## src/llc_geom_pkg.sv

```systemverilog
package llc_geom_pkg;

    // slice organisation
    localparam int LLC_WAYS = 4;
    localparam int LLC_SET_BITS = 6;

    // upper set bits pick the bank, the rest address a row inside it
    localparam int LLC_BANK_BITS = 1;
    localparam int LLC_BANKS = 1 << LLC_BANK_BITS;
    localparam int LLC_ROW_BITS = LLC_SET_BITS - LLC_BANK_BITS;

    // set index as seen on the ports
    typedef logic [LLC_SET_BITS-1:0] llc_set_t;

    // way number, also used for the eviction pointer
    typedef logic [$clog2(LLC_WAYS)-1:0] llc_way_t;

    typedef logic [LLC_BANK_BITS-1:0] llc_bank_t;

    typedef logic [LLC_ROW_BITS-1:0] llc_row_t;

    // one flush request bit per way
    typedef logic [LLC_WAYS-1:0] llc_flush_t;

endpackage

```

## src/llc_entry_pkg.sv

```systemverilog
package llc_entry_pkg;

    // data line held per set and way
    localparam int LLC_LINE_BITS = 128;
    typedef logic [LLC_LINE_BITS-1:0] line_t;

    // address tag
    localparam int LLC_TAG_BITS = 20;
    typedef logic [LLC_TAG_BITS-1:0] llc_tag_t;

    // coherence state, stored exactly as the controller writes it
    localparam int LLC_STATE_BITS = 3;
    typedef logic [LLC_STATE_BITS-1:0] llc_state_t;

endpackage

```

## src/llc_bank_rd_if.sv

```systemverilog
`timescale 1ns/10ps

interface llc_bank_rd_if;
    import llc_geom_pkg::*;
    import llc_entry_pkg::*;

    // registered contents of the addressed row in every bank
    line_t line [LLC_WAYS][LLC_BANKS];
    llc_tag_t tag [LLC_WAYS][LLC_BANKS];
    llc_state_t state [LLC_WAYS][LLC_BANKS];
    logic dirty [LLC_WAYS][LLC_BANKS];
    llc_way_t evict_way [LLC_BANKS];

    modport array (
        output line, tag, state, dirty, evict_way
    );

    modport select (
        input line, tag, state, dirty, evict_way
    );

endinterface

```

## src/llc_rd_select.sv

```systemverilog
`timescale 1ns/10ps

module llc_rd_select (
    input  logic                       clk,
    input  logic                       rst,
    input  logic                       rd_en,
    input  llc_geom_pkg::llc_set_t     set_in,
    llc_bank_rd_if.select              rd,
    output llc_entry_pkg::line_t       rd_data_line [llc_geom_pkg::LLC_WAYS],
    output llc_entry_pkg::llc_tag_t    rd_data_tag [llc_geom_pkg::LLC_WAYS],
    output llc_entry_pkg::llc_state_t  rd_data_state [llc_geom_pkg::LLC_WAYS],
    output logic                       rd_data_dirty_bit [llc_geom_pkg::LLC_WAYS],
    output llc_geom_pkg::llc_way_t     rd_data_evict_way
);
    import llc_geom_pkg::*;
    import llc_entry_pkg::*;

    // bank of the read in flight, taken on the same edge as the bank data
    llc_bank_t rd_bank;

    always_ff @(posedge clk) begin
        if (rst) begin
            rd_bank <= '0;
        end else if (rd_en) begin
            rd_bank <= set_in[LLC_SET_BITS-1 -: LLC_BANK_BITS];
        end
    end

    always_comb begin
        for (int w = 0; w < LLC_WAYS; w++) begin
            rd_data_line[w] = rd.line[w][rd_bank];
            rd_data_tag[w] = rd.tag[w][rd_bank];
            rd_data_state[w] = rd.state[w][rd_bank];
            rd_data_dirty_bit[w] = rd.dirty[w][rd_bank];
        end
    end

    assign rd_data_evict_way = rd.evict_way[rd_bank];

endmodule

```

## src/flat_wrapper.sv

```systemverilog
// flat-port wrapper written by rule: the top's interface ports become plain ports
module llc_rd_select_flat import llc_geom_pkg::*; import llc_entry_pkg::*;
  (clk, rst, rd_en, set_in, rd_data_line, rd_data_tag, rd_data_state, rd_data_dirty_bit, rd_data_evict_way, rd_line, rd_tag, rd_state, rd_dirty, rd_evict_way);
  llc_bank_rd_if rd_i ();
  input  logic clk;
  input  logic rst;
  input  logic rd_en;
  input  llc_geom_pkg::llc_set_t set_in;
  output llc_entry_pkg::line_t rd_data_line[llc_geom_pkg::LLC_WAYS];
  output llc_entry_pkg::llc_tag_t rd_data_tag[llc_geom_pkg::LLC_WAYS];
  output llc_entry_pkg::llc_state_t rd_data_state[llc_geom_pkg::LLC_WAYS];
  output logic rd_data_dirty_bit[llc_geom_pkg::LLC_WAYS];
  output llc_geom_pkg::llc_way_t rd_data_evict_way;
  input wire logic [$bits(rd_i.line)-1:0] rd_line;
  input wire logic [$bits(rd_i.tag)-1:0] rd_tag;
  input wire logic [$bits(rd_i.state)-1:0] rd_state;
  input wire logic [$bits(rd_i.dirty)-1:0] rd_dirty;
  input wire logic [$bits(rd_i.evict_way)-1:0] rd_evict_way;
  assign rd_i.line = {>>{rd_line}};
  assign rd_i.tag = {>>{rd_tag}};
  assign rd_i.state = {>>{rd_state}};
  assign rd_i.dirty = {>>{rd_dirty}};
  assign rd_i.evict_way = {>>{rd_evict_way}};
  llc_rd_select u_core (.clk(clk), .rst(rst), .rd_en(rd_en), .set_in(set_in), .rd(rd_i), .rd_data_line(rd_data_line), .rd_data_tag(rd_data_tag), .rd_data_state(rd_data_state), .rd_data_dirty_bit(rd_data_dirty_bit), .rd_data_evict_way(rd_data_evict_way));
endmodule
```

## config.mk

```make
export PLATFORM = sky130hd
export DESIGN_NAME = llc_rd_select_flat
export DESIGN_NICKNAME = d
export VERILOG_FILES = /design/src/llc_geom_pkg.sv /design/src/llc_entry_pkg.sv /design/src/llc_bank_rd_if.sv /design/src/llc_rd_select.sv /design/src/flat_wrapper.sv
export SDC_FILE = /design/constraint.sdc
export NUM_CORES = 1
export LEC_CHECK = 0
export BUFFER_PORTS_ARGS = -buffer_cell sky130_fd_sc_hd__buf_2
export CAP_MARGIN = 20
export CORE_AREA = 10 10 717 719
export CTS_CLUSTER_SIZE = 28
export DETAILED_ROUTE_END_ITERATION = 12
export DIE_AREA = 0 0 727 729
export MAX_ROUTING_LAYER = met4
export SYNTH_ARGS = -nofsm -noshare
export SYNTH_HDL_FRONTEND = slang
export SYNTH_SLANG_ARGS = --single-unit
```

## constraint.sdc

```tcl
create_clock -name clk -period 2.2 [get_ports clk]
set_clock_uncertainty 0.15 [all_clocks]
set_input_delay 0.33 -clock clk [delete_from_list [all_inputs] [get_ports clk]]
set_output_delay 0.33 -clock clk [all_outputs]
set_load 0.02 [all_outputs]
```

### After elaboration in Yosys (flattened, before gate mapping)

Index checks and enable logic that the tools add are counted.

* output and inout port bits: 610
* register bits after elaboration: 1
* input port bits: 1229

* $lt $le $gt $ge: 1
* multiplexer cells: 51
* bitwise operators: 1

Operators by type and width (number)
* two-way mux 128 bit: 12
* two-way mux 20 bit: 12
* two-way mux 3 bit: 12
* two-way mux 1 bit: 12
* two-way mux 2 bit: 3
* >= comparator 2 bit (second input constant): 1
* NOT 1 -> 2 bit: 1

### Logic depth before layout (Yosys ltp)

Gate-level depths: netlist of the first run.

* depth after elaboration: 4
* gate-level depth with buffers: 5

### Worst setup path before layout of the first run

OpenSTA, ideal clock, no wires.

* path kind: reg-to-output
* start: reg u_core.rd_bank
* end: out rd_data_line[10] (netlist name)
* arrival: 1.137 ns
* path buffers: 3
* cell stages (with the launch flop): 5
* path slack: 0.583 ns
* path through: dfxtp_1 -> buf_6 -> buf_6 -> clkbuf_8 -> mux2_2

RTL lines
* from (decl): line llc_rd_select.sv:19 `llc_bank_t rd_bank;`
* from (signal assigned): line llc_rd_select.sv:25 `rd_bank <= set_in[LLC_SET_BITS-1 -: LLC_BANK_BITS];`
* to (decl): line flat_wrapper.sv:9 `output llc_entry_pkg::line_t rd_data_line[llc_geom_pkg::LLC_WAYS];`

==> results.sh, run 1 <==
export IMPL_status="finished with violations"
export IMPL_violations="antenna violations, negative setup slack"
export IMPL_layoutNonFillerInstCount=9466
export IMPL_synth_top_cell_area_share=0.889
export IMPL_synthTopCellsByArea="mux2_2, buf_6, clkbuf_8, dfxtp_1, buf_2"
export IMPL_setup_ws_ns=-0.00552
export IMPL_wire_per_inst_um=44.8
export IMPL_post_route_drc_count=0
export IMPL_vias=17200
export IMPL_yosysTopAreaCell="mux2_2"
export IMPL_die_w_um=727
export IMPL_syn_inst=681
export IMPL_finalWeightedCongestion=1.17
export IMPL_pin_count=1839
export IMPL_max_cap_violations=0
export IMPL_post_dp_cell_area_um2=26400
export IMPL_layout_min_cycle_time_ns=2.21
export IMPL_ys_warn_count=0
export IMPL_ir_drop_mv=0.143
export IMPL_p_leak_nw=10.5
export IMPL_synth_fp_nets=1910
export IMPL_required_ns=1.72
export IMPL_p_per_area_nw_per_um2=319
export IMPL_hold_violations=0
export IMPL_slew_headroom=0.598
export IMPL_clk_pin_slew_worst_paths_ns=0.01
export IMPL_synth_top_flop_cell="dfxtp_1"
export IMPL_met1_usage=0.145
export IMPL_synthTopCellsByCount="mux2_2, buf_6, clkbuf_8, buf_2"
export IMPL_grt_overflow=0
export IMPL_grtUsageTotal=0.156
export IMPL_io_buffers=1833
export IMPL_synth_edff_count=0
export IMPL_drtIter0Drc=1340
export IMPL_stdcell_area_um2=27600
export IMPL_grt_busiest_layer="met2"
export IMPL_std_cell_rows=260
export IMPL_finalSetupViolCount=2
export IMPL_synthArstFlopShare=0
export IMPL_dp_hpwl_um=415000
export IMPL_arrival_ns=1.73
export IMPL_viasPerCell=1.82
export IMPL_dr_pass1_iters=5
export IMPL_top_register="u_core.rd_bank"
export IMPL_antenna_left=1
export IMPL_pre_cts_ws_ns=-0.330
export IMPL_postSynthAreaPerCell_um2=11.3
export IMPL_dieArea_um2=530000
export IMPL_wl_um=425000
export IMPL_start_kind="flop"
export IMPL_syn_area_um2=7730
export IMPL_grt_pass1_vias=16100
export IMPL_use_met2=0.248
export IMPL_end_kind="output port"
export IMPL_startpoint="u_core.rd_bank"
export IMPL_worst_pin_slew_ns=0.606
export IMPL_placedCellCount=9188
export IMPL_num_fill_cells=59300
export IMPL_largest_reg_flops=1
export IMPL_path_max_fanout=19
export IMPL_critPathKind="reg -> out"
export IMPL_reg_top3="u_core.rd_bank (1)"
export IMPL_period_share=1.00
export IMPL_core_area_um2=500000
export IMPL_drv_slew=0
export IMPL_hp_start="rst"
export IMPL_hold_ws_ns=0.433
export IMPL_start_util=0.0155
export IMPL_hp_class="in -> reg"
export IMPL_clock_latency_ns=0
export IMPL_use_met3=0.137
export IMPL_fmax_mhz=453
export IMPL_yosysSeqAreaShare=0.00259
export IMPL_rsz0062_at_grt="true"
export IMPL_grt_pass1_wl_um=458000
export IMPL_ys_ff_latch=1
export IMPL_layout_drive_gt1_share=0.999
export IMPL_grt_antenna_before_repair=468
export IMPL_final_setup_tns_ns=-0.0102
export IMPL_p_total_mw=8.81
export IMPL_yosysMostFrequentCell="mux2_2"
export IMPL_timing_rr_start="u_core.rd_bank"
export IMPL_final_nets=3746
export IMPL_ys_types=7
export IMPL_finish_utilization=0.0552
export IMPL_synthToLayoutAreaGrowth_pct=257
export IMPL_grt_max_degree=39
export IMPL_dieHeight_um=729
[cell families (layout without fill, tap and decap cells)]
kind of cell / Yosys count / in the layout / synth area share
flops: 1 / 1 / 0.00259
simple gates: 1 / 1 / 0.000485
other cells: 0 / 270 / 0
buf+inv: 68 / 1902 / 0.107
mux: 611 / 611 / 0.890
[per-layer routing]
| metal | share of wire | vias to the layer above | routed length, µm |
|---|---|---|---|
| met1 | 0.33 | 7818 | 139000 |
| met4 | 0.023 | 0 | 9900 |
| met5 | 0 | - | 0 |
| li1 | - | 6643 | - |
| met3 | 0.20 | 662 | 83700 |
| met2 | 0.45 | 2071 | 192000 |
[final timing paths]
kind | endpoint | slack [ns] | depth (start not counted)
worst max-delay path | rd_data_tag[58] | -0.006 | 5
worst min-delay path | u_core.rd_bank | 0.43 | 2
worst max register to register | u_core.rd_bank | 0.59 | 5
worst min register to register | u_core.rd_bank | 1.05 | 5
[worst max-delay path: stages, from the launching register on]
cell	delay, ns
dfxtp_4	0.35
buf_12	0.14
buf_12	0.19
buf_16	0.21
mux2_2	0.49
buf_2	0.22
[report_power, final]
group	switching (mW)	total [mW]	leakage, nW	internal [mW]
clock network	0	0.0000174	0.00171	0.0000174
logic	5.97	8.79	10.5	2.82
registers	0.00167	0.0208	0.00892	0.0192
[what timing repair did]
item                       4_1_cts  5_1_grt
buffers inserted                 4        1
gates resized for setup         52       68
gates cloned                     2        2
hold buffers                     0        0
setup endpoints to repair      417       86
[layout make-up]
class | count | area, µm² | share of cell area
Sequential cell | 1 | 23.8 | 0.000861
Antenna cell | 270 | 676 | 0.0245
Multi-Input combinational cell | 612 | 6930 | 0.251
Timing Repair Buffer | 1902 | 11600 | 0.421
Tap cell | 6681 | 8360 | 0.303
[layout by cell type (no fill, tap or decap), drive strengths merged]
cell       n
nor2       1
dfxtp      1
buf     1881
mux2     610
bufbuf     2
mux2i      1
clkbuf    19
diode    270
Note: power is estimated with default switching activity, not from simulation.
==> run 2, diff against run 1 <==
--- a/config.mk
+++ b/config.mk
@@ -12,6 +12,7 @@
 export DETAILED_ROUTE_END_ITERATION = 12
 export DIE_AREA = 0 0 727 729
 export MAX_ROUTING_LAYER = met4
+export REMOVE_ABC_BUFFERS = 1
 export SYNTH_ARGS = -nofsm -noshare
 export SYNTH_HDL_FRONTEND = slang
 export SYNTH_SLANG_ARGS = --single-unit
==> run 2 against run 1 <==
The run now ends clean. Fmax grew 0.64%. Global-route usage shrank 2.3 points. Via count fell by 5.1%. Die area did not move. Largest cell class unchanged. Cell count increased by 0.21%. Combinational power down 0.8%. First-iteration DRC count down 16%. Register-to-register slack gained 0.30 ns. Hold slack worse by 0.081 ns. Utilization barely moved.
==> results.sh, run 2 (same netlist as run 1, synthesis figures left out) <==
export IMPL_status="finished, final reports clean"
export IMPL_grt_max_degree=46
export IMPL_vias=16300
export IMPL_dr_pass1_iters=5
export IMPL_layout_common_cells="buf_2, mux2_2, buf_12"
export IMPL_placedCellCount=9181
export IMPL_hold_violations=0
export IMPL_die_w_um=727
export IMPL_dp_hpwl_um=356000
export IMPL_io_buffers=1833
export IMPL_slew_headroom=0.601
export IMPL_top_register="u_core.rd_bank"
export IMPL_ir_drop_mv=0.172
export IMPL_final_nets=3737
export IMPL_drtIter0Drc=1123
export IMPL_hp_class="in -> reg"
export IMPL_finalSetupViolCount=0
export IMPL_dieArea_um2=530000
export IMPL_max_cap_violations=0
export IMPL_layout_drive_gt1_share=0.999
export IMPL_grt_antenna_before_repair=301
export IMPL_clk_pin_slew_worst_paths_ns=0
export IMPL_largest_reg_flops=1
export IMPL_grt_pass1_vias=15900
export IMPL_viasPerCell=1.72
export IMPL_worst_pin_slew_ns=0.602
export IMPL_start_util=0.0155
export IMPL_fmax_mhz=456
export IMPL_drv_slew=0
export IMPL_arrival_ns=1.71
export IMPL_wl_um=363000
export IMPL_critPathKind="reg -> out"
export IMPL_layout_commonest_cell="buf_2"
export IMPL_required_ns=1.72
export IMPL_std_cell_rows=260
export IMPL_path_max_fanout=42
export IMPL_grt_pass1_wl_um=395000
export IMPL_grtUsageTotal=0.133
export IMPL_finalWeightedCongestion=1.14
export IMPL_rsz0062_at_grt="true"
export IMPL_core_area_um2=500000
export IMPL_clock_latency_ns=0
export IMPL_period_share=0.996
export IMPL_hold_ws_ns=0.352
export IMPL_grt_overflow=0
export IMPL_p_total_mw=8.74
export IMPL_wire_per_inst_um=38.3
export IMPL_reg_top3="u_core.rd_bank (1)"
export IMPL_layoutNonFillerInstCount=9486
export IMPL_start_kind="flop"
export IMPL_dieHeight_um=729
export IMPL_pin_count=1839
export IMPL_post_route_drc_count=0
export IMPL_antenna_left=0
export IMPL_p_per_area_nw_per_um2=318
export IMPL_rrSetupSlack_ns=0.89
export IMPL_synthToLayoutAreaGrowth_pct=255
export IMPL_layout_min_cycle_time_ns=2.19
export IMPL_p_leak_nw=10.4
export IMPL_hold_buffers=0
export IMPL_end_kind="output port"
## run 2: cell types whose count changed in the layout (fill, tap and decap cells not counted), moves of 2 or more
| cell | previous run | this run |
|---|---|---|
| buf_4 | 74 | 60 |
| mux2_4 | 12 | 10 |
| buf_8 | 2 | 0 |
| buf_2 | 1684 | 1711 |
| diode_2 | 270 | 299 |
| buf_6 | 13 | 5 |
| buf_12 | 102 | 104 |
| clkbuf_4 | 17 | 5 |
| mux2_2 | 598 | 600 |
## run 2: power by group
group	total [mW]	internal [mW]	switching, mW
Combinational	8.72	2.78	5.94
Clock	0.0000190	0.0000190	0
Sequential	0.0203	0.0192	0.00107
Total	8.74	2.80	5.94
## run 2: layer usage
| metal | vias up | part of all wire | track usage |
|---|---|---|---|
| met5 | - | 0 | - |
| met4 | 0 | 0.031 | 0.0275 |
| met3 | 430 | 0.24 | 0.136 |
| met2 | 1731 | 0.44 | 0.206 |
| met1 | 7536 | 0.29 | 0.113 |
| li1 | 6622 | - | - |
## run 2: critical path: stages (launching register included)
cell and delay (ns):
dfxtp_4 0.33, buf_4 0.13, buf_16 0.21, buf_16 0.26, mux2_2 0.45, buf_2 0.24
## run 2: path summary, 6_finish.rpt
path	from	end	cells past startpoint
setup reg to reg	u_core.rd_bank	u_core.rd_bank	5
setup / recovery	u_core.rd_bank	rd_data_tag[27]	5
hold / removal	rst	u_core.rd_bank	2
hold reg to reg	u_core.rd_bank	u_core.rd_bank	5
## run 2: area by class of cell
cell class	count	area, µm²
antenna	299	748
multi-input combinational	612	6920
timing repair buffer	1893	11400
tap	6681	8360
fill	59300	472000
sequential	1	23.8
## run 2: what timing repair did
action	4_1_cts	5_1_grt
resized for setup	48	7
setup buffers	4	0
cloned	1	1
pin swaps	0	0
setup endpoints to repair	231	5
## run 2: stage by stage
step                worst slack (ns)  TNS [ns]  utilization  cell area, µm²
floorplan                     -13.86  -8466.88            -            6900
detailed placement            -0.216     -9.46       0.0529           26400
finish                       0.00841         0       0.0550           27500
global route                 -0.0112   -0.0226       0.0547           27300
global placement              -0.227     -9.23       0.0529           26400
CTS                         -0.00756   -0.0128       0.0534           26700
