`src/llc_geom_pkg.sv`:
```
package llc_geom_pkg;

    // slice organisation
    localparam int LLC_WAYS = 4;
    localparam int LLC_SET_BITS = 6;

    // upper set bits pick the bank, the rest address a row inside it
    localparam int LLC_BANK_BITS = 1;
    localparam int LLC_BANKS = 1 << LLC_BANK_BITS;
    localparam int LLC_ROW_BITS = LLC_SET_BITS - LLC_BANK_BITS;

    // set index as seen on the ports
    typedef logic [LLC_SET_BITS-1:0] llc_set_t;

    // way number, also used for the eviction pointer
    typedef logic [$clog2(LLC_WAYS)-1:0] llc_way_t;

    typedef logic [LLC_BANK_BITS-1:0] llc_bank_t;

    typedef logic [LLC_ROW_BITS-1:0] llc_row_t;

    // one flush request bit per way
    typedef logic [LLC_WAYS-1:0] llc_flush_t;

endpackage

```
`src/llc_entry_pkg.sv`:
```
package llc_entry_pkg;

    // data line held per set and way
    localparam int LLC_LINE_BITS = 128;
    typedef logic [LLC_LINE_BITS-1:0] line_t;

    // address tag
    localparam int LLC_TAG_BITS = 20;
    typedef logic [LLC_TAG_BITS-1:0] llc_tag_t;

    // coherence state, stored exactly as the controller writes it
    localparam int LLC_STATE_BITS = 3;
    typedef logic [LLC_STATE_BITS-1:0] llc_state_t;

endpackage

```
`src/llc_wr_if.sv`:
```
`timescale 1ns/10ps

interface llc_wr_if;
    import llc_geom_pkg::*;
    import llc_entry_pkg::*;

    // row inside the selected bank
    llc_row_t row;

    // enables per way and bank
    logic line_we [LLC_WAYS][LLC_BANKS];
    logic tag_we [LLC_WAYS][LLC_BANKS];
    logic meta_we [LLC_WAYS][LLC_BANKS];

    // eviction pointer is kept per set, so only the bank matters
    logic evict_we [LLC_BANKS];

    line_t line;
    llc_tag_t tag;
    llc_state_t state;
    logic dirty;
    llc_way_t evict_way;

    modport decode (
        output row, line_we, tag_we, meta_we, evict_we,
        output line, tag, state, dirty, evict_way
    );

    modport array (
        input row, line_we, tag_we, meta_we, evict_we,
        input line, tag, state, dirty, evict_way
    );

endinterface

```
`src/llc_wr_decode.sv`:
```
`timescale 1ns/10ps

module llc_wr_decode (
    input  llc_geom_pkg::llc_set_t     set_in,
    input  llc_geom_pkg::llc_way_t     way,
    input  logic                       wr_en,
    input  llc_geom_pkg::llc_flush_t   wr_rst_flush,
    input  logic                       wr_en_evict_way,
    input  llc_entry_pkg::line_t       wr_data_line,
    input  llc_entry_pkg::llc_tag_t    wr_data_tag,
    input  llc_entry_pkg::llc_state_t  wr_data_state,
    input  logic                       wr_data_dirty_bit,
    input  llc_geom_pkg::llc_way_t     wr_data_evict_way,
    llc_wr_if.decode                   wr
);
    import llc_geom_pkg::*;
    import llc_entry_pkg::*;

    llc_bank_t bank;
    logic      bank_sel [LLC_BANKS];
    logic      way_sel [LLC_WAYS];

    assign bank = set_in[LLC_SET_BITS-1 -: LLC_BANK_BITS];

    always_comb begin
        for (int b = 0; b < LLC_BANKS; b++) begin
            bank_sel[b] = (bank == llc_bank_t'(b));
        end
    end

    // a flush bit hits its way regardless of the way input
    always_comb begin
        for (int w = 0; w < LLC_WAYS; w++) begin
            way_sel[w] = wr_rst_flush[w] || (wr_en && (way == llc_way_t'(w)));
        end
    end

    always_comb begin
        for (int w = 0; w < LLC_WAYS; w++) begin
            for (int b = 0; b < LLC_BANKS; b++) begin
                wr.meta_we[w][b] = way_sel[w] && bank_sel[b];
                // flush alone never touches line or tag
                wr.line_we[w][b] = way_sel[w] && bank_sel[b] && wr_en;
                wr.tag_we[w][b] = way_sel[w] && bank_sel[b] && wr_en;
            end
        end
    end

    always_comb begin
        for (int b = 0; b < LLC_BANKS; b++) begin
            wr.evict_we[b] = wr_en_evict_way && bank_sel[b];
        end
    end

    assign wr.row = set_in[LLC_ROW_BITS-1:0];

    assign wr.line = wr_data_line;
    assign wr.tag = wr_data_tag;
    assign wr.state = wr_data_state;
    assign wr.dirty = wr_data_dirty_bit;
    assign wr.evict_way = wr_data_evict_way;

endmodule

```
`src/flat_wrapper.sv`:
```
// flat-port wrapper written by rule: the top's interface ports become plain ports
module llc_wr_decode_flat import llc_geom_pkg::*; import llc_entry_pkg::*;
  (set_in, way, wr_en, wr_rst_flush, wr_en_evict_way, wr_data_line, wr_data_tag, wr_data_state, wr_data_dirty_bit, wr_data_evict_way, wr_row, wr_line_we, wr_tag_we, wr_meta_we, wr_evict_we, wr_line, wr_tag, wr_state, wr_dirty, wr_evict_way);
  llc_wr_if wr_i ();
  input  llc_geom_pkg::llc_set_t set_in;
  input  llc_geom_pkg::llc_way_t way;
  input  logic wr_en;
  input  llc_geom_pkg::llc_flush_t wr_rst_flush;
  input  logic wr_en_evict_way;
  input  llc_entry_pkg::line_t wr_data_line;
  input  llc_entry_pkg::llc_tag_t wr_data_tag;
  input  llc_entry_pkg::llc_state_t wr_data_state;
  input  logic wr_data_dirty_bit;
  input  llc_geom_pkg::llc_way_t wr_data_evict_way;
  output wire logic [$bits(wr_i.row)-1:0] wr_row;
  output wire logic [$bits(wr_i.line_we)-1:0] wr_line_we;
  output wire logic [$bits(wr_i.tag_we)-1:0] wr_tag_we;
  output wire logic [$bits(wr_i.meta_we)-1:0] wr_meta_we;
  output wire logic [$bits(wr_i.evict_we)-1:0] wr_evict_we;
  output wire logic [$bits(wr_i.line)-1:0] wr_line;
  output wire logic [$bits(wr_i.tag)-1:0] wr_tag;
  output wire logic [$bits(wr_i.state)-1:0] wr_state;
  output wire logic [$bits(wr_i.dirty)-1:0] wr_dirty;
  output wire logic [$bits(wr_i.evict_way)-1:0] wr_evict_way;
  assign wr_row = wr_i.row;
  assign wr_line_we = {>>{wr_i.line_we}};
  assign wr_tag_we = {>>{wr_i.tag_we}};
  assign wr_meta_we = {>>{wr_i.meta_we}};
  assign wr_evict_we = {>>{wr_i.evict_we}};
  assign wr_line = wr_i.line;
  assign wr_tag = wr_i.tag;
  assign wr_state = wr_i.state;
  assign wr_dirty = wr_i.dirty;
  assign wr_evict_way = wr_i.evict_way;
  llc_wr_decode u_core (.set_in(set_in), .way(way), .wr_en(wr_en), .wr_rst_flush(wr_rst_flush), .wr_en_evict_way(wr_en_evict_way), .wr_data_line(wr_data_line), .wr_data_tag(wr_data_tag), .wr_data_state(wr_data_state), .wr_data_dirty_bit(wr_data_dirty_bit), .wr_data_evict_way(wr_data_evict_way), .wr(wr_i));
endmodule
```
`config.mk`:
```
export PLATFORM = sky130hd
export DESIGN_NAME = llc_wr_decode_flat
export DESIGN_NICKNAME = d
export VERILOG_FILES = /design/src/llc_geom_pkg.sv /design/src/llc_entry_pkg.sv /design/src/llc_wr_if.sv /design/src/llc_wr_decode.sv /design/src/flat_wrapper.sv
export SDC_FILE = /design/constraint.sdc
export NUM_CORES = 1
export LEC_CHECK = 0
export ABC_AREA = 1
export BUFFER_PORTS_ARGS = -buffer_cell sky130_fd_sc_hd__buf_2
export CORE_AREA = 5 5 133 135
export DETAILED_ROUTE_END_ITERATION = 8
export DIE_AREA = 0 0 138 140
export PLACE_DENSITY = 0.46
export SLEW_MARGIN = 5
export SYNTH_ARGS = -nofsm -noshare
export SYNTH_HDL_FRONTEND = slang
export SYNTH_SLANG_ARGS = --single-unit
```
`constraint.sdc`:
```
create_clock -name vclk -period 0.8
set_input_delay 0.08 -clock vclk [all_inputs]
set_output_delay 0.08 -clock vclk [all_outputs]
set_load 0.02 [all_outputs]
```
Yosys cells after proc, flatten, opt, wreduce, memory -nomap -nowiden. Cells that the tools add are included.

Word-level logic and storage cells: 31. Output and inout port bits: 185. Input port bits: 168. Register bits: 0.

Reduce and logical (&&, ||, !) cells: 27. Bitwise logic cells: 1. Eq/ne operators: 3.

Operators by type and width (number): logical AND 1 bit (22); equality test 2 bit, second input constant (2); logical OR 1 bit (4); equality test 2 x 1 -> 1 bit, second input constant (1); logical NOT 2 bit (1); NOT 1 bit (1).

Logic depth before layout (Yosys ltp). Gate-level depths: netlist of the first run.

Word-level depth: 5. Mapped depth: 6. Gate-level depth less buffers: 5.

Least setup slack after synthesis of the first run. Ideal clock, no wire load.

Path type: input to output. Start: in way[1]. End: out wr_tag_we[7]. Cell stages on the path: 6. Path buffers: 1. Required time: 0.720 ns. Data arrival time: 0.864 ns. Path slack: -0.144 ns. Path through: nor2_1 nand2_1 nand2_1 nand2_1 nor2_1 buf_4.

Word-level cells in the longest chain between the ends: 5.

Ends and longest elaborated chain: start, declared (RTL line flat_wrapper.sv:6) `input llc_geom_pkg::llc_way_t way;`; logical NOT 2 bit (RTL line llc_wr_decode.sv:34) `way_sel[w] = wr_rst_flush[w] || (wr_en && (way == llc_way_t'(w)));`; logical AND 1 bit (RTL line llc_wr_decode.sv:34); logical OR 1 bit (RTL line llc_wr_decode.sv:34); logical AND 1 bit (2 in series); end, declared (RTL line flat_wrapper.sv:17) `output wire logic [$bits(wr_i.tag_we)-1:0] wr_tag_we;`.

Every way passes these cells.

Worst setup path after layout of the first run.
Start: in wr_en. End: out wr_line_we[4].

Word-level cells in the longest chain between the ends: 4.

Ends and longest elaborated chain: start, declared (RTL line flat_wrapper.sv:7) `input logic wr_en;`; logical AND 1 bit (RTL line llc_wr_decode.sv:34); logical OR 1 bit (RTL line llc_wr_decode.sv:34); logical AND 1 bit (RTL line llc_wr_decode.sv:43) `wr.line_we[w][b] = way_sel[w] && bank_sel[b] && wr_en;`; logical AND 1 bit * (RTL line llc_wr_decode.sv:43); end, declared (RTL line flat_wrapper.sv:16) `output wire logic [$bits(wr_i.line_we)-1:0] wr_line_we;`.

Every way passes the cells marked *; elsewhere a longest branch is shown, timed or not.

==> flow_summary_export.csv, run 1 <==
group,metric,value,unit
floorplanning,start_util,0.0872,
floorplanning,die_area,0.0193,sq mm
power,vdd_drop_max,0.105,mV
global_routing,grt_max_degree,7,
setup_path,worst_setup_path_end_kind,"output pin",
global_routing,grt_antenna_before_repair,1,
final_layout,flops_and_latches,0,
final_layout,final_area,953,sq um
synth,synth_fp_nets,380,
hold_path,hp-class,"input pin to output pin",
synth,synthCells,212,
synth,yosys.area_share.simple,0.0737,
final_layout,drive_gt1_frac,0.773,
routing,wire_per_inst,16.4,um
routing,via_per_inst,2.35,
routing,drtIter0Drc,11,
synth,synth_most_common_cell,"buf_4",
setup_path,crit_slowest_cell,"buf_6",
final_layout,regArea,0,sq um
floorplanning,coreArea,0.0163,sq mm
synth,syn_area,0.00143,sq mm
setup_path,path_max_fanout,6,
setup_path,critPathBufInv,4,
synth,synth_top_cell_by_area,"buf_4",
setup_path,cp_top_family,"buffers and inverters",
synth,synth_xor_area_frac,0,
synth,ys_top_cells_by_count,"buf_4 (167), inv_1 (18), nand2_1 (14)",
sta,period_needed,0.882,ns
final_layout,area_growth,-33.2,%
status,violations,"setup timing",
global_routing,grt_pass1_vias,830,
final_layout,multi_input_area,205,sq um
setup_path,cp-endpoint,"wr_line_we[4]",
synth,synth_top_family_by_area,"buffers and inverters",
sta,setup_viol,18,
setup_path,startpoint,"wr_en",
final_layout,finalNetCount,258,
place,portBuffers,35,
setup_path,critPathLaunchType,"input pin",
floorplanning,die_y,140,um
setup_path,crit_cells,5,
floorplanning,io_pins,353,
routing,wl,5050,um
final_layout,clkbuf_count,0,
sta,rsz0062_at_grt,"true",
sta,fin_setup_tns,-1.00,ns
sta,slew_headroom,0.877,
sta,max_freq,1.13,GHz
floorplanning,fp-row-count,47,
synth,ys_types,5,
setup_path,crit_chain,"buf_8 -> clkinvlp_4 -> buf_6 -> nor2_4 -> buf_6",
synth,synth_compound_area_frac,0,
sta,finalHoldViolCount,0,
setup_path,critPathKind,"input pin to output pin",
floorplanning,die_x,138,um
routing,drc,0,
sta,min_period_over_period,1.10,
setup_path,cp.arrival,0.80,ns
setup_path,cpMostUsedCell,"buf_6",
global_routing,grt_pass1_wl,6220,um
sta,setup_slack,-0.0822,ns
place,dp_hpwl,4200,um
place,postPlaceCellArea,691,sq um
synth,ys_warn_count,0,
setup_path,worst_ep_required_time,0.72,ns
status,status,"finished with violations",
sta,slew_violations,0,
synth,synth_top_area_share,0.879,
place,gp_congestion,0.743,
routing,ant_nets,0,
synth,syn_avg_cell_area,6.73,sq um
synth,synth_fa_ha_area_frac,0,
synth,synthMuxAreaShare,0,
final_layout,fillerInstances,1950,
synth,yosysSeqAreaShare,0,
synth,synth_area_leaders,"buf_4 (88%), inv_1 (4.7%), nand2_1 (3.7%)",
power,power_per_cell_area,479,mW/mm^2
power,leakagePower,0.416,nW
flow_run,cap_violations,0,
global_routing,track_usage,0.0445,
routing,firstDrtPassIters,3,
sta,tightest_slew,0.185,ns
setup_path,critical-path-max-stage-delay,0.19,ns
global_routing,gr-total-overflow,0,
routing,num_vias,723,
final_layout,diodes,0,
[stage by stage]
step	util	hold slack (ns)	setup WS (ns)	total power, mW	cells
floorplan	-	0.240	-0.105	1.35	212
global placement	0.0422	0.160	-0.174	0.309	307
detailed placement	0.0422	0.160	-0.199	0.309	307
CTS	0.0565	0.160	-0.0779	0.439	308
global route	0.0583	0.160	-0.137	0.485	308
finish	0.0583	0.160	-0.0822	0.457	308
[power by group]
group	internal [mW]	switching (mW)
clock network	0	0
logic	0.204	0.253
registers	0	0
total	0.204	0.253
[routing by layer]
layer / part of all wire / GRT usage / vias to the layer above
li1: - / - / 206
met1: 0.14 / 0.0168 / 236
met2: 0.43 / 0.0699 / 183
met3: 0.30 / 0.0535 / 98
met4: 0.14 / 0.0593 / 0
met5: 0 / 0 / -
[final cells by class]
cell class | count | share of cell area
well taps | 220 | 0.289
inverters | 18 | 0.0774
multi-input cells | 27 | 0.215
repair buffers | 43 | 0.419
[timing repair]
action / CTS / global route
hold buffers: 0 / 0
gates resized for setup: 71 / 11
endpoints found under the setup margin: 18 / 22
pin swaps: 10 / 5
hold endpoints to repair: 0 / 0
buffers inserted: 1 / 0
[worst min-delay path by stage]
stage	startpoint	endpoint	depth (start not counted)
2_1_floorplan	set_in[5]	wr_evict_we[1]	1
3_3_place_gp	wr_data_line[102]	wr_line[102]	0
3_5_place_dp	wr_data_line[102]	wr_line[102]	0
4_1_cts	wr_data_line[102]	wr_line[102]	0
5_1_grt	wr_data_line[13]	wr_line[13]	0
6_report	wr_data_line[1]	wr_line[1]	0
[kinds of logic after synthesis]
family	Yosys count
buffers and inverters	185
AND/OR/NAND/NOR	27
[cell usage in the layout, fill, tap and decap left out]
master	n
buf_2	10
nand3_2	1
nand3_1	2
inv_4	1
nor2_4	7
inv_1	14
nand2_1	2
nand2_2	10
nor2_2	1
nor2_1	2
buf_6	25
inv_2	2
buf_8	1
nand2_4	2
clkinvlp_4	1
buf_4	7
Note: power is estimated with default switching activity, not from simulation.
==> inputs of run 2 (changes only) <==
CELL_PAD_IN_SITES_DETAIL_PLACEMENT = 0   (was default)
CELL_PAD_IN_SITES_GLOBAL_PLACEMENT = 1   (was default)
PLACE_DENSITY = 0.74   (was 0.46)
clock period = 1.1 ns   (was 0.8 ns; I/O delays follow)
==> flow_summary_export.csv, run 2 (same netlist as run 1, synthesis figures left out) <==
group,metric,value,unit
global_routing,grt_pass1_vias,730,
routing,via_per_inst,2.23,
sta,max_freq,1.01,GHz
routing,firstDrtPassIters,4,
final_layout,drive_gt1_frac,0.549,
global_routing,busiest_layer,"met2",
global_routing,track_usage,0.0416,
routing,wire_per_inst,15.5,um
setup_path,cp.arrival,0.88,ns
final_layout,finalNetCount,252,
sta,min_period_over_period,0.903,
hold_path,hp-class,"input pin to output pin",
global_routing,grt_antenna_before_repair,0,
floorplanning,die_area,0.0193,sq mm
power,leakagePower,0.359,nW
setup_path,path_max_fanout,4,
global_routing,grtUsageMet1,0.0141,
final_layout,final_area,693,sq um
sta,setup_viol,0,
floorplanning,die_y,140,um
setup_path,startpoint,"way[1]",
global_routing,grt_pass1_wl,5760,um
floorplanning,io_pins,353,
setup_path,cp-endpoint,"wr_line_we[7]",
routing,drtIter0Drc,12,
final_layout,regArea,0,sq um
floorplanning,fp-row-count,47,
setup_path,worst_setup_path_end_kind,"output pin",
clock_network,post_cts_buffers,0,
power,vdd_drop_max,0.0522,mV
place,dp.cells,302,
routing,drc,0,
final_layout,diodes,0,
setup_path,critPathKind,"input pin to output pin",
place,portBuffers,35,
sta,rsz0062_at_grt,"false",
routing,wl,4670,um
sta,hold_ws,0.220,ns
hold_path,min_from,"wr_data_evict_way[1]",
place,postPlaceCellArea,651,sq um
final_layout,final_common_cell,"buf_2",
sta,fin_setup_tns,0,ns
place,dp_hpwl,4130,um
sta,slew_headroom,0.863,
sta,slew_violations,0,
power,power,0.229,mW
global_routing,met3_usage,0.0511,
setup_path,critPathLaunchType,"input pin",
floorplanning,start_util,0.0872,
routing,num_vias,674,
sta,tightest_slew,0.206,ns
sta,finalHoldViolCount,0,
final_layout,layout_common_cells,"buf_2 (31), inv_1 (18), nand2_1 (10)",
global_routing,grt_max_degree,9,
final_layout,flops_and_latches,0,
final_layout,clkbuf_count,0,
global_routing,gr-total-overflow,0,
floorplanning,coreArea,0.0163,sq mm
setup_path,worst_ep_required_time,0.99,ns
routing,ant_nets,0,
clock_network,cts-hold-fix-buffers,0,
flow_run,cap_violations,0,
sta,period_needed,0.993,ns
power,power_per_cell_area,330,mW/mm^2
global_routing,met2_usage,0.0668,
final_layout,area_growth,-51.4,%
status,status,"finished, final reports clean",
floorplanning,die_x,138,um
final_layout,fillerInstances,1985,
place,gp_congestion,0.668,
final_layout,final_cells,302,
## run 2: changes by cell type in the layout (fill, tap and decap cells not counted), sizes merged
cell / change
buf: -6
clkinvlp: -1
inv: +1
## run 2: worst min path at each step
stage | cells past startpoint | end | slack (ns)
6_report | 0 | wr_evict_way[1] | 0.22
5_1_grt | 0 | wr_tag[14] | 0.22
4_1_cts | 0 | wr_line[103] | 0.22
3_5_place_dp | 0 | wr_line[103] | 0.22
3_3_place_gp | 0 | wr_line[103] | 0.22
2_1_floorplan | 1 | wr_evict_we[1] | 0.30
## run 2: area by class of cell
cell class,count,area (sq um),share of cell area
inverter,18,67.6,0.0975
timing repair buffer,37,220,0.318
multi-input combinational,27,130,0.188
tap,220,275,0.397
## run 2: stage by stage
stage	setup slack, ns	utilization
2_1_floorplan	0.0961	-
3_3_place_gp	-0.00835	0.0398
3_5_place_dp	-0.0353	0.0398
4_1_cts	0.00751	0.0400
5_1_grt	0.0105	0.0424
6_report	0.107	0.0424
## run 2: critical path: stages
cell and delay [ns]:
buf_2 0.12, nor2_2 0.11, nand2_2 0.07, nand2_2 0.10
nand2_2 0.09, nor2_4 0.14, buf_6 0.13
## run 2: power by group
part | total, mW | internal (mW) | leakage, nW | switching (mW)
Sequential | 0 | 0 | 0 | 0
Clock | 0 | 0 | 0 | 0
Combinational | 0.229 | 0.0784 | 0.359 | 0.150
## run 2: timing repair
action,in CTS,in global routing
resized for setup,1,14
setup endpoints to repair,2,6
pin swaps,0,3
## run 2: metal layers
metal / vias to the layer above / share of wire / routed length, um
li1: 199 / - / -
met1: 228 / 0.13 / 622
met2: 151 / 0.42 / 1970
met3: 96 / 0.30 / 1390
met4: 0 / 0.15 / 690
met5: - / 0 / 0
